<file path="src/hdl/dspStatusPkg.sv">
package dspStatusPkg;

  //////////////////////////////////////////////////////////////////////////
  // status field widths
  //////////////////////////////////////////////////////////////////////////

  // arithmetic flags from the ALU
  localparam int astatWidth = 8;

  // mode bits
  localparam int mstatWidth = 7;

  // interrupt mask, also the widest field and so the width of a field write
  localparam int imaskWidth = 10;

  localparam int statusWidth = astatWidth + mstatWidth + imaskWidth;

  // bit positions of the fields inside the packed status word
  localparam int astatLsb = 0;
  localparam int mstatLsb = astatLsb + astatWidth;
  localparam int imaskLsb = mstatLsb + mstatWidth;

  //////////////////////////////////////////////////////////////////////////
  // status word and opcodes
  //////////////////////////////////////////////////////////////////////////

  // layout is {IMASK, MSTAT, ASTAT} with ASTAT in the low bits
  typedef logic [statusWidth-1:0] statusWord;

  // status opcodes issued by the instruction decoder
  typedef enum logic [2:0] {
    opNop     = 3'd0,
    opPush    = 3'd1,
    opPop     = 3'd2,
    opWrAstat = 3'd3,
    opWrMstat = 3'd4,
    opWrImask = 3'd5,
    opClrErr  = 3'd6
  } stsOp;

  // code 3'd7 is reserved and acts as a nop

endpackage
</file>
<file path="src/hdl/statusTop.sv">
`timescale 1ns/1ns

module statusTop #(
  parameter int stackDepth = 7
) (
  input  logic                                STSCLK,
  input  logic                                T_RST,
  input  logic                                hold,
  input  logic                                intAck,
  input  logic                                rti,
  input  dspStatusPkg::stsOp                  cmd,
  input  logic [dspStatusPkg::imaskWidth-1:0] wrData,
  input  logic                                aluValid,
  input  logic [dspStatusPkg::astatWidth-1:0] aluFlags,
  output logic [dspStatusPkg::astatWidth-1:0] astat,
  output logic [dspStatusPkg::mstatWidth-1:0] mstat,
  output logic [dspStatusPkg::imaskWidth-1:0] imask,
  output dspStatusPkg::statusWord             stkTop,
  output logic                                stkEmpty,
  output logic                                stkFull,
  output logic                                stkHas1,
  output logic                                stkOverflow,
  output logic                                stkUnderflow
);

  import dspStatusPkg::*;

  logic      pushReq;
  logic      popReq;
  logic      restore;
  logic      clrImask;
  logic      wrAstat;
  logic      wrMstat;
  logic      wrImask;
  statusWord curWord;

  statusSeq seq_i (
    .STSCLK       (STSCLK),
    .T_RST        (T_RST),
    .hold         (hold),
    .intAck       (intAck),
    .rti          (rti),
    .cmd          (cmd),
    .stkFull      (stkFull),
    .stkEmpty     (stkEmpty),
    .pushReq      (pushReq),
    .popReq       (popReq),
    .restore      (restore),
    .clrImask     (clrImask),
    .wrAstat      (wrAstat),
    .wrMstat      (wrMstat),
    .wrImask      (wrImask),
    .stkOverflow  (stkOverflow),
    .stkUnderflow (stkUnderflow)
  );

  statusRegs regs_i (
    .STSCLK      (STSCLK),
    .T_RST       (T_RST),
    .hold        (hold),
    .restore     (restore),
    .clrImask    (clrImask),
    .wrAstat     (wrAstat),
    .wrMstat     (wrMstat),
    .wrImask     (wrImask),
    .aluValid    (aluValid),
    .wrData      (wrData),
    .aluFlags    (aluFlags),
    .restoreWord (stkTop),
    .astat       (astat),
    .mstat       (mstat),
    .imask       (imask),
    .statusWord  (curWord)
  );

  statusStack #(
    .stackDepth (stackDepth)
  ) stack_i (
    .STSCLK   (STSCLK),
    .T_RST    (T_RST),
    .hold     (hold),
    .pushReq  (pushReq),
    .popReq   (popReq),
    .pushData (curWord),
    .stkTop   (stkTop),
    .stkEmpty (stkEmpty),
    .stkFull  (stkFull),
    .stkHas1  (stkHas1)
  );

endmodule

</file>
<file path="src/hdl/statusSeq.sv">
`timescale 1ns/1ns

module statusSeq (
  input  logic               STSCLK,
  input  logic               T_RST,
  input  logic               hold,
  input  logic               intAck,
  input  logic               rti,
  input  dspStatusPkg::stsOp cmd,
  input  logic               stkFull,
  input  logic               stkEmpty,
  output logic               pushReq,
  output logic               popReq,
  output logic               restore,
  output logic               clrImask,
  output logic               wrAstat,
  output logic               wrMstat,
  output logic               wrImask,
  output logic               stkOverflow,
  output logic               stkUnderflow
);

  import dspStatusPkg::*;

  logic pushWant;
  logic popWant;
  logic clrErr;

  //////////////////////////////////////////////////////////////////////////
  // request arbitration
  //////////////////////////////////////////////////////////////////////////

  // interrupt entry beats return, which beats the instruction opcode
  always_comb begin
    pushWant = 1'b0;
    popWant  = 1'b0;
    clrImask = 1'b0;
    wrAstat  = 1'b0;
    wrMstat  = 1'b0;
    wrImask  = 1'b0;
    clrErr   = 1'b0;
    if (!hold) begin
      if (intAck) begin
        pushWant = 1'b1;
        clrImask = 1'b1;
      end else if (rti) begin
        popWant = 1'b1;
      end else begin
        case (cmd)
          opPush:    pushWant = 1'b1;
          opPop:     popWant  = 1'b1;
          opWrAstat: wrAstat  = 1'b1;
          opWrMstat: wrMstat  = 1'b1;
          opWrImask: wrImask  = 1'b1;
          opClrErr:  clrErr   = 1'b1;
          default:   ;
        endcase
      end
    end
  end

  // only accepted requests reach the stack
  assign pushReq = pushWant && !stkFull;
  assign popReq  = popWant && !stkEmpty;
  assign restore = popReq;

  //////////////////////////////////////////////////////////////////////////
  // sticky stack errors
  //////////////////////////////////////////////////////////////////////////

  // a refusal takes precedence over a clear in the same cycle
  always_ff @(posedge STSCLK or posedge T_RST) begin
    if (T_RST) begin
      stkOverflow  <= 1'b0;
      stkUnderflow <= 1'b0;
    end else begin
      if (pushWant && stkFull) begin
        stkOverflow <= 1'b1;
      end else if (clrErr) begin
        stkOverflow <= 1'b0;
      end
      if (popWant && stkEmpty) begin
        stkUnderflow <= 1'b1;
      end else if (clrErr) begin
        stkUnderflow <= 1'b0;
      end
    end
  end

endmodule

</file>
<file path="src/hdl/statusRegs.sv">
`timescale 1ns/1ns

module statusRegs (
  input  logic                                STSCLK,
  input  logic                                T_RST,
  input  logic                                hold,
  input  logic                                restore,
  input  logic                                clrImask,
  input  logic                                wrAstat,
  input  logic                                wrMstat,
  input  logic                                wrImask,
  input  logic                                aluValid,
  input  logic [dspStatusPkg::imaskWidth-1:0] wrData,
  input  logic [dspStatusPkg::astatWidth-1:0] aluFlags,
  input  dspStatusPkg::statusWord             restoreWord,
  output logic [dspStatusPkg::astatWidth-1:0] astat,
  output logic [dspStatusPkg::mstatWidth-1:0] mstat,
  output logic [dspStatusPkg::imaskWidth-1:0] imask,
  output dspStatusPkg::statusWord             statusWord
);

  import dspStatusPkg::*;

  logic [astatWidth-1:0] restAstat;
  logic [mstatWidth-1:0] restMstat;
  logic [imaskWidth-1:0] restImask;

  // unpack the word popped from the stack
  assign restAstat = restoreWord[astatLsb +: astatWidth];
  assign restMstat = restoreWord[mstatLsb +: mstatWidth];
  assign restImask = restoreWord[imaskLsb +: imaskWidth];

  //////////////////////////////////////////////////////////////////////////
  // field registers
  //////////////////////////////////////////////////////////////////////////

  // a restore wins, then a direct write, then the ALU flags
  always_ff @(posedge STSCLK or posedge T_RST) begin
    if (T_RST) begin
      astat <= '0;
    end else if (!hold) begin
      if (restore) begin
        astat <= restAstat;
      end else if (wrAstat) begin
        astat <= wrData[astatWidth-1:0];
      end else if (aluValid) begin
        astat <= aluFlags;
      end
    end
  end

  always_ff @(posedge STSCLK or posedge T_RST) begin
    if (T_RST) begin
      mstat <= '0;
    end else if (!hold) begin
      if (restore) begin
        mstat <= restMstat;
      end else if (wrMstat) begin
        mstat <= wrData[mstatWidth-1:0];
      end
    end
  end

  // interrupt entry masks everything, the old mask is already on the stack
  always_ff @(posedge STSCLK or posedge T_RST) begin
    if (T_RST) begin
      imask <= '0;
    end else if (!hold) begin
      if (restore) begin
        imask <= restImask;
      end else if (clrImask) begin
        imask <= '0;
      end else if (wrImask) begin
        imask <= wrData;
      end
    end
  end

  //////////////////////////////////////////////////////////////////////////
  // push data
  //////////////////////////////////////////////////////////////////////////

  // register outputs only, so a push saves the values from before the edge
  assign statusWord = {imask, mstat, astat};

endmodule

</file>
<file path="src/hdl/statusStack.sv">
`timescale 1ns/1ns

module statusStack #(
  parameter int stackDepth = 7
) (
  input  logic                     STSCLK,
  input  logic                     T_RST,
  input  logic                     hold,
  input  logic                     pushReq,
  input  logic                     popReq,
  input  dspStatusPkg::statusWord  pushData,
  output dspStatusPkg::statusWord  stkTop,
  output logic                     stkEmpty,
  output logic                     stkFull,
  output logic                     stkHas1
);

  localparam int idxWidth = (stackDepth > 1) ? $clog2(stackDepth) : 1;

  // the level counts 0 up to stackDepth and so needs one more code
  localparam int levelWidth = $clog2(stackDepth + 1);

  localparam logic [levelWidth-1:0] fullLevel = levelWidth'(stackDepth);

  logic [levelWidth-1:0] level;
  logic [levelWidth-1:0] levelDec;
  logic                  cellWrEn;
  logic [idxWidth-1:0]   wrAddr;
  logic [idxWidth-1:0]   rdAddr;

  //////////////////////////////////////////////////////////////////////////
  // level counter
  //////////////////////////////////////////////////////////////////////////

  // requests arrive already checked against full and empty
  always_ff @(posedge STSCLK or posedge T_RST) begin
    if (T_RST) begin
      level <= '0;
    end else if (!hold) begin
      if (pushReq) begin
        level <= level + 1'b1;
      end else if (popReq) begin
        level <= levelDec;
      end
    end
  end

  assign levelDec = level - 1'b1;

  assign stkEmpty = (level == '0);
  assign stkFull  = (level == fullLevel);
  assign stkHas1  = (level == levelWidth'(1));

  //////////////////////////////////////////////////////////////////////////
  // storage
  //////////////////////////////////////////////////////////////////////////

  // a push writes the free slot at the current level, the top sits one below
  assign cellWrEn = pushReq && !hold;
  assign wrAddr   = level[idxWidth-1:0];
  assign rdAddr   = levelDec[idxWidth-1:0];

  stackCells #(
    .stackDepth (stackDepth)
  ) cells_i (
    .STSCLK (STSCLK),
    .wrEn   (cellWrEn),
    .wrAddr (wrAddr),
    .rdAddr (rdAddr),
    .wrData (pushData),
    .rdData (stkTop)
  );

endmodule

</file>
<file path="src/hdl/stackCells.sv">
`timescale 1ns/1ns

module stackCells #(
  parameter int stackDepth = 7,
  localparam int idxWidth = (stackDepth > 1) ? $clog2(stackDepth) : 1
) (
  input  logic                     STSCLK,
  input  logic                     wrEn,
  input  logic [idxWidth-1:0]      wrAddr,
  input  logic [idxWidth-1:0]      rdAddr,
  input  dspStatusPkg::statusWord  wrData,
  output dspStatusPkg::statusWord  rdData
);

  import dspStatusPkg::*;

  statusWord cells [stackDepth];

  always_ff @(posedge STSCLK) begin
    if (wrEn) begin
      cells[wrAddr] <= wrData;
    end
  end

  // combinational read so a pop sees the top entry in the same cycle
  assign rdData = cells[rdAddr];

endmodule

</file>
<file path="config.mk">
export PLATFORM = sky130hd
export DESIGN_NAME = statusTop
export DESIGN_NICKNAME = d
export VERILOG_FILES = /design/src/hdl/dspStatusPkg.sv /design/src/hdl/statusTop.sv /design/src/hdl/statusSeq.sv /design/src/hdl/statusRegs.sv /design/src/hdl/statusStack.sv /design/src/hdl/stackCells.sv
export SDC_FILE = /design/constraint.sdc
export NUM_CORES = 1
export LEC_CHECK = 0
export BUFFER_PORTS_ARGS = -buffer_cell sky130_fd_sc_hd__buf_4
export CORE_MARGIN = 5
export CORE_UTILIZATION = 50
export CTS_BUF_LIST = sky130_fd_sc_hd__clkbuf_8 sky130_fd_sc_hd__clkbuf_16
export DETAILED_ROUTE_END_ITERATION = 8
export PLACE_DENSITY = 0.71
export REMOVE_ABC_BUFFERS = 1
export SYNTH_ARGS = -nofsm -noshare
export SYNTH_HDL_FRONTEND = slang
export SYNTH_SLANG_ARGS = --single-unit
</file>
<file path="constraint.sdc">
create_clock -name STSCLK -period 4.5 [get_ports STSCLK]
set_input_delay 0.9 -clock STSCLK [delete_from_list [all_inputs] [get_ports STSCLK]]
set_output_delay 0.9 -clock STSCLK [all_outputs]
set_load 0.02 [all_outputs]
</file>
Word-level counts from Yosys, hierarchy flattened

Memories as Yosys holds them, arrays and structs flattened.
Index checks and enable logic that the tools add are counted.

Bits in writable memories: 175
Register bits: 30
ROM bits: 0
Memories: 1
Input port bits: 27
Bits in latches: 0
Output and inout port bits: 55

Add/subtract/negate cells: 2
Reduce and logical (&&, ||, !) cells: 19
Shift-type cells: 0
Muxes and demuxes: 41
Multiply operators: 0
Bitwise gates (word level): 1
Divide/modulo/power cells: 0
Order comparisons: 0
Equality and inequality tests: 8

Memory list:

| memory                | words | bits a word | rd ports | clocked after Yosys merged registers in | wr ports | RTL line         | text |
|---|---|---|---|---|---|---|---|
| stack_i.cells_i.cells | 7     | 25          | 1        | 0                                       | 1        | stackCells.sv:17 | `statusWord cells [stackDepth];` |

Operators with widths:

| kind                                                                   | number |
|---|---|
| 1-bit two-way mux                                                      | 31 |
| 10-bit two-way mux                                                     | 3 |
| 8-bit two-way mux                                                      | 3 |
| 7-bit two-way mux                                                      | 2 |
| 3-bit equality test (second input constant)                            | 4 |
| 2-bit AND reduction                                                    | 4 |
| 2-bit nonzero test                                                     | 4 |
| 3-bit by 1-bit equality test with 1-bit output (second input constant) | 2 |
| 3-bit by 2-bit equality test with 1-bit output (second input constant) | 2 |
| 3-bit two-way mux                                                      | 2 |
| 3-bit nonzero test                                                     | 2 |
| 1-bit logical AND                                                      | 5 |
| 3-bit by 1-bit adder with 3-bit output (second input constant)         | 1 |
| 1-bit zero test                                                        | 3 |
| 3-bit zero test                                                        | 1 |
| 3-bit by 1-bit subtractor with 3-bit output (second input constant)    | 1 |
| 1-bit NOT                                                              | 1 |

Depth between registers and ports, before layout

Depth in word-level cells: 9
Gate-level depth with buffers: 11

Hierarchy

From an unflattened synthesis, not the netlist that was laid out.

Cell total of the unflattened synthesis: 574
Area, all modules: 9168.8 um^2

Modules (own cells, without submodules):

| module      | area an instance (um^2) | sequential area each (um^2) | cells an instance | times used |
|---|---|---|---|---|
| stackCells  | 7154.4                  | 5255.0                      | 362               | 1 |
| statusRegs  | 1547.7                  | 625.6                       | 159               | 1 |
| statusStack | 267.8                   | 75.1                        | 28                | 1 |
| statusSeq   | 198.9                   | 50.0                        | 25                | 1 |

Least setup slack after synthesis

OpenSTA, ideal clock, no wires.

Path kind: input-to-reg
Start: input cmd[2]
End: memory stack_i.cells_i.cells[4][0] (netlist name), enable pin
Path slack: 0.488 ns
Stages on the path: 5
Setup time: 0.444 ns
Data arrival time: 3.568 ns
Path through: nor4b_1 > o21bai_1 > nor2_1 > nand2_1 > nor3b_1

Longest elaborated chain between the ends: 9

RTL lines:

| element                                        | RTL line          | text |
|---|---|---|
| start: declaration                             | statusTop.sv:11   | `input dspStatusPkg::stsOp cmd,` |
| 3-bit by 1-bit equality test with 1-bit output | statusSeq.sv:49   | `case (cmd)` |
| 1-bit two-way mux                              | statusSeq.sv:49   |  |
| 1-bit two-way mux                              | statusSeq.sv:46   | `end else if (rti) begin` |
| 1-bit two-way mux                              | statusSeq.sv:43   | `if (intAck) begin` |
| 1-bit two-way mux                              | statusSeq.sv:42   | `if (!hold) begin` |
| 1-bit logical AND                              | statusSeq.sv:63   | `assign pushReq = pushWant && !stkFull;` |
| 1-bit logical AND                              | statusStack.sv:59 | `assign cellWrEn = pushReq && !hold;` |
| 1-bit two-way mux                              | stackCells.sv:20  | `if (wrEn) begin` |
| 1-bit two-way mux (implied by the code)        | stackCells.sv:21  | `cells[wrAddr] <= wrData;` |
| end: declaration                               | stackCells.sv:17  |  |

No other way between the ends.

Final worst setup path

Start: register stack_i.level[0]
End: output stkTop[6]

Longest elaborated chain between the ends: 2

RTL lines:

| element                                     | RTL line          | text |
|---|---|---|
| start: declaration                          | statusStack.sv:25 | `logic [levelWidth-1:0] level;` |
| start signal: assignment                    | statusStack.sv:41 | `level <= level + 1'b1;` |
| start signal: assignment                    | statusStack.sv:43 | `level <= levelDec;` |
| 3-bit by 1-bit subtractor with 3-bit output | statusStack.sv:48 | `assign levelDec = level - 1'b1;` |
| memory 7 x 25 bit                           | -                 |  |
| end: declaration                            | statusTop.sv:18   | `output dspStatusPkg::statusWord stkTop,` |

No other way between the ends.

==> qor.csv <==
stage,metric,value,unit
run_status,status,finished clean,
worst_setup_path,crit path DAT,2.88,ns
floorplanning,Die Area,19700,um2
worst_setup_path,WP data required,3.60,ns
clocking,CTS HTree Levels,1,
route,Detail Route met2 WL,9030,um
floorplanning,Die Y-Extent,140,um
synthesis,adder-cell share of the synthesized area,0.00737,
worst_setup_path,"critical path fanouts, max",19,
place,placed wire-length estimate,11500,um
route,Top Layer Used,met4,
clocking,total clock sinks,205,
timing,fmax,264,MHz
clocking,Post-CTS Setup Bufs,0,
job,max cap viols,0,
cells_and_area,layout overhead on the synthesized area,20.2,%
route,vias per cell,5.67,
place,DP Area,9430,um2
worst_setup_path,crit end category,output pin,
grt,first-pass GRT wire length,28900,um
route,DRT antenna net count,0,
cells_and_area,most frequent cells in the layout,"edfxtp_1, buf_4, nor2_1",
power_and_ir_drop,PwrDens,750,nW/um2
synthesis,largest family of logic cells by synthesized area,multiplexers,
cells_and_area,Nets,629,
grt,GRT Util Overall,0.191,
clocking,cts hold-fix bufs,0,
floorplanning,# IOs,82,
cells_and_area,n_diodes,0,
floorplanning,Initial Utilization,0.510,
synthesis,Synth area leaders,"edfxtp_1, dfrtp_1, mux2_2",
grt,vias in the first global route,4955,
clocking,clock root buffer,clkbuf_16,
clocking,Max clock buf depth,3,
clocking,clock-pin slew on the worst setup and hold paths,0.06,ns
power_and_ir_drop,worst IR drop on VDD,494,uV
synthesis,"Primary FF master, synth",edfxtp_1,
worst_setup_path,CP Class,flip-flop to output pin,
synthesis,Post-Synth XOR/XNOR Area,0.00531,
timing,setup tns final,0,ns
timing,Slew HR,0.428,
synthesis,syn avg cell area,17.0,um2
worst_setup_path,Critical path origin,stack_i.level[0],
clocking,CTS buffer count,22,
synthesis,yosys warns,0,
cells_and_area,Finished Layout Cells,833,
route,Routed WL,18700,um
route,wl on met1,7790,um
clocking,CTS resizes,0,
worst_setup_path,CP Launch Type,flip-flop,
route,Via Count,4727,
cells_and_area,# fillers,1240,
synthesis,Cells after Synth,499,
cells_and_area,"leading cell type in the layout, fill and taps excluded",edfxtp_1,
grt,gr ovfl total,0,
route,TritonRoute pass-1 iters,5,
clocking,CTS tree,built,
synthesis,Synth Area in Compound Gates,0.0544,
synthesis,Synth Area in Simple Gates,0.0460,
worst_setup_path,reg2reg start,stack_i.level[0],
place,placed cells,793,
hold_path,class of the worst hold path,flip-flop to flip-flop,
timing,worst slew pin tran,0.853,ns
timing,Worst Clk Skew,0.00742,ns
synthesis,post-synth top area cell,edfxtp_1,
timing,final setup vio count,0,
synthesis,Netlist Area Pre-Place,8480,um2
floorplanning,row count,47,
synthesis,mux contribution to synthesized area,0.159,
synthesis,"FFs w/ async S/R, synth",0.146,
grt,largest net degree at the start of global routing,57,
place,GP Congestion,0.798,
synthesis,register area share after synthesis,0.708,
floorplanning,core area,16600,um2
route,DR WL/cell,22.5,um
cells_and_area,layout cells sized above 1,0.356,
place,number of port buffers,81,
synthesis,"EDFF count, synth",175,
hold_path,min-delay src,seq_i.stkOverflow,
synthesis,top-area cell type share of the netlist area,0.619,
synthesis,Yosys reg bits,205,
timing,unrepaired setup endpoints after global routing,no,
route,routed wl met3,1540,um
synthesis,Cell variety after synth,36,
timing,fin crit period,3.78,ns
cells_and_area,"Design Area, Final",10200,um2
timing,Final Cycle Share,0.841,
route,1st-iter DRT viols,321,
timing,"Hold Violations, Final",0,
route,# DRC,0,
power_and_ir_drop,leakage power,3.80,nW
clocking,Skew-Pair Late Insertion Delay,0.49,ns
floorplanning,Chip Width,140,um
timing,fin. max-slew vios,0,
grt,initial antenna violation count,0,
critical path: stages, from the launching register on:
cell	delay (ns)
dfrtp_2	0.62
inv_1	0.18
ha_1	0.32
xnor2_4	0.16
buf_4	0.34
mux4_2	0.57
buf_4	0.18
synthesized netlist by cell type (2+ instances only):
cell type / instances
nor2_1: 50
nor3_1: 4
nor4b_1: 2
nand3_1: 2
inv_1: 8
ha_1: 5
buf_2: 16
a211o_1: 10
mux4_2: 22
buf_6: 2
clkbuf_1: 5
edfxtp_1: 175
dfrtp_1: 30
a21o_1: 8
o21ai_0: 4
nand2b_1: 2
o32a_1: 10
mux2_2: 46
nor3b_1: 4
buf_1: 2
a21oi_1: 18
mux4_1: 3
nand2_1: 26
a211oi_1: 8
mux2i_1: 26
final cells by class:
cell class                      count  area, um2  share of cell area
Clock buffer                       24        589              0.0578
Clock inverter                     16        186              0.0183
Inverter                            8       30.0             0.00294
Multi-Input combinational cell    260       2350               0.230
Sequential cell                   205       6010               0.589
Tap cell                          220        275              0.0270
Timing Repair Buffer              100        763              0.0748
sequential cells by signal (all words and copies together) (netlist names):
signal / flops
regs_i.astat: 8
seq_i.stkUnderflow: 1
regs_i.imask: 10
stack_i.level: 3
stack_i.cells_i.cells: 175
regs_i.mstat: 7
seq_i.stkOverflow: 1
stage by stage:
stage | setup slack (ns) | util | total power [mW] | hold slack, ns
finish | 0.716 | 0.613 | 7.65 | 0.507
global route | 0.567 | 0.613 | 8.04 | 0.532
CTS | 0.681 | 0.613 | 7.73 | 0.507
detailed placement | 1.08 | 0.566 | 5.83 | 0.483
global placement | 1.20 | 0.566 | 5.77 | 0.480
floorplan | -0.521 | - | 4.63 | 0.579
logic make-up after synthesis:
logic type      after synthesis
fa+ha+maj                     5
mux                          97
flops                       205
buf+inv                      34
compound gates               63
xor+xnor                      3
simple gates                 92
metal layers:
metal,vias up,GRT usage
met1,2395,0.275
li1,2136,-
met5,-,0
met3,28,0.0337
met4,0,0.0449
met2,168,0.307
worst paths after layout:
kind	endpoint	slack, ns	cells past startpoint
worst min register to register	seq_i.stkOverflow	0.51	2
worst max register to register	stack_i.cells_i.cells[3][22]	1.55	6
max in group asynchronous	stack_i.level[0]	3.62	3
min in group asynchronous	regs_i.mstat[0]	0.52	3
worst max-delay path	stkTop[6]	0.72	6
worst min-delay path	seq_i.stkOverflow	0.51	2
power breakdown:
group	internal [mW]	total [mW]	switching [mW]
logic	1.37	3.05	1.68
clock network	1.18	1.90	0.722
registers	2.44	2.70	0.264
No activity file was read; power rests on OpenSTA's default activity.
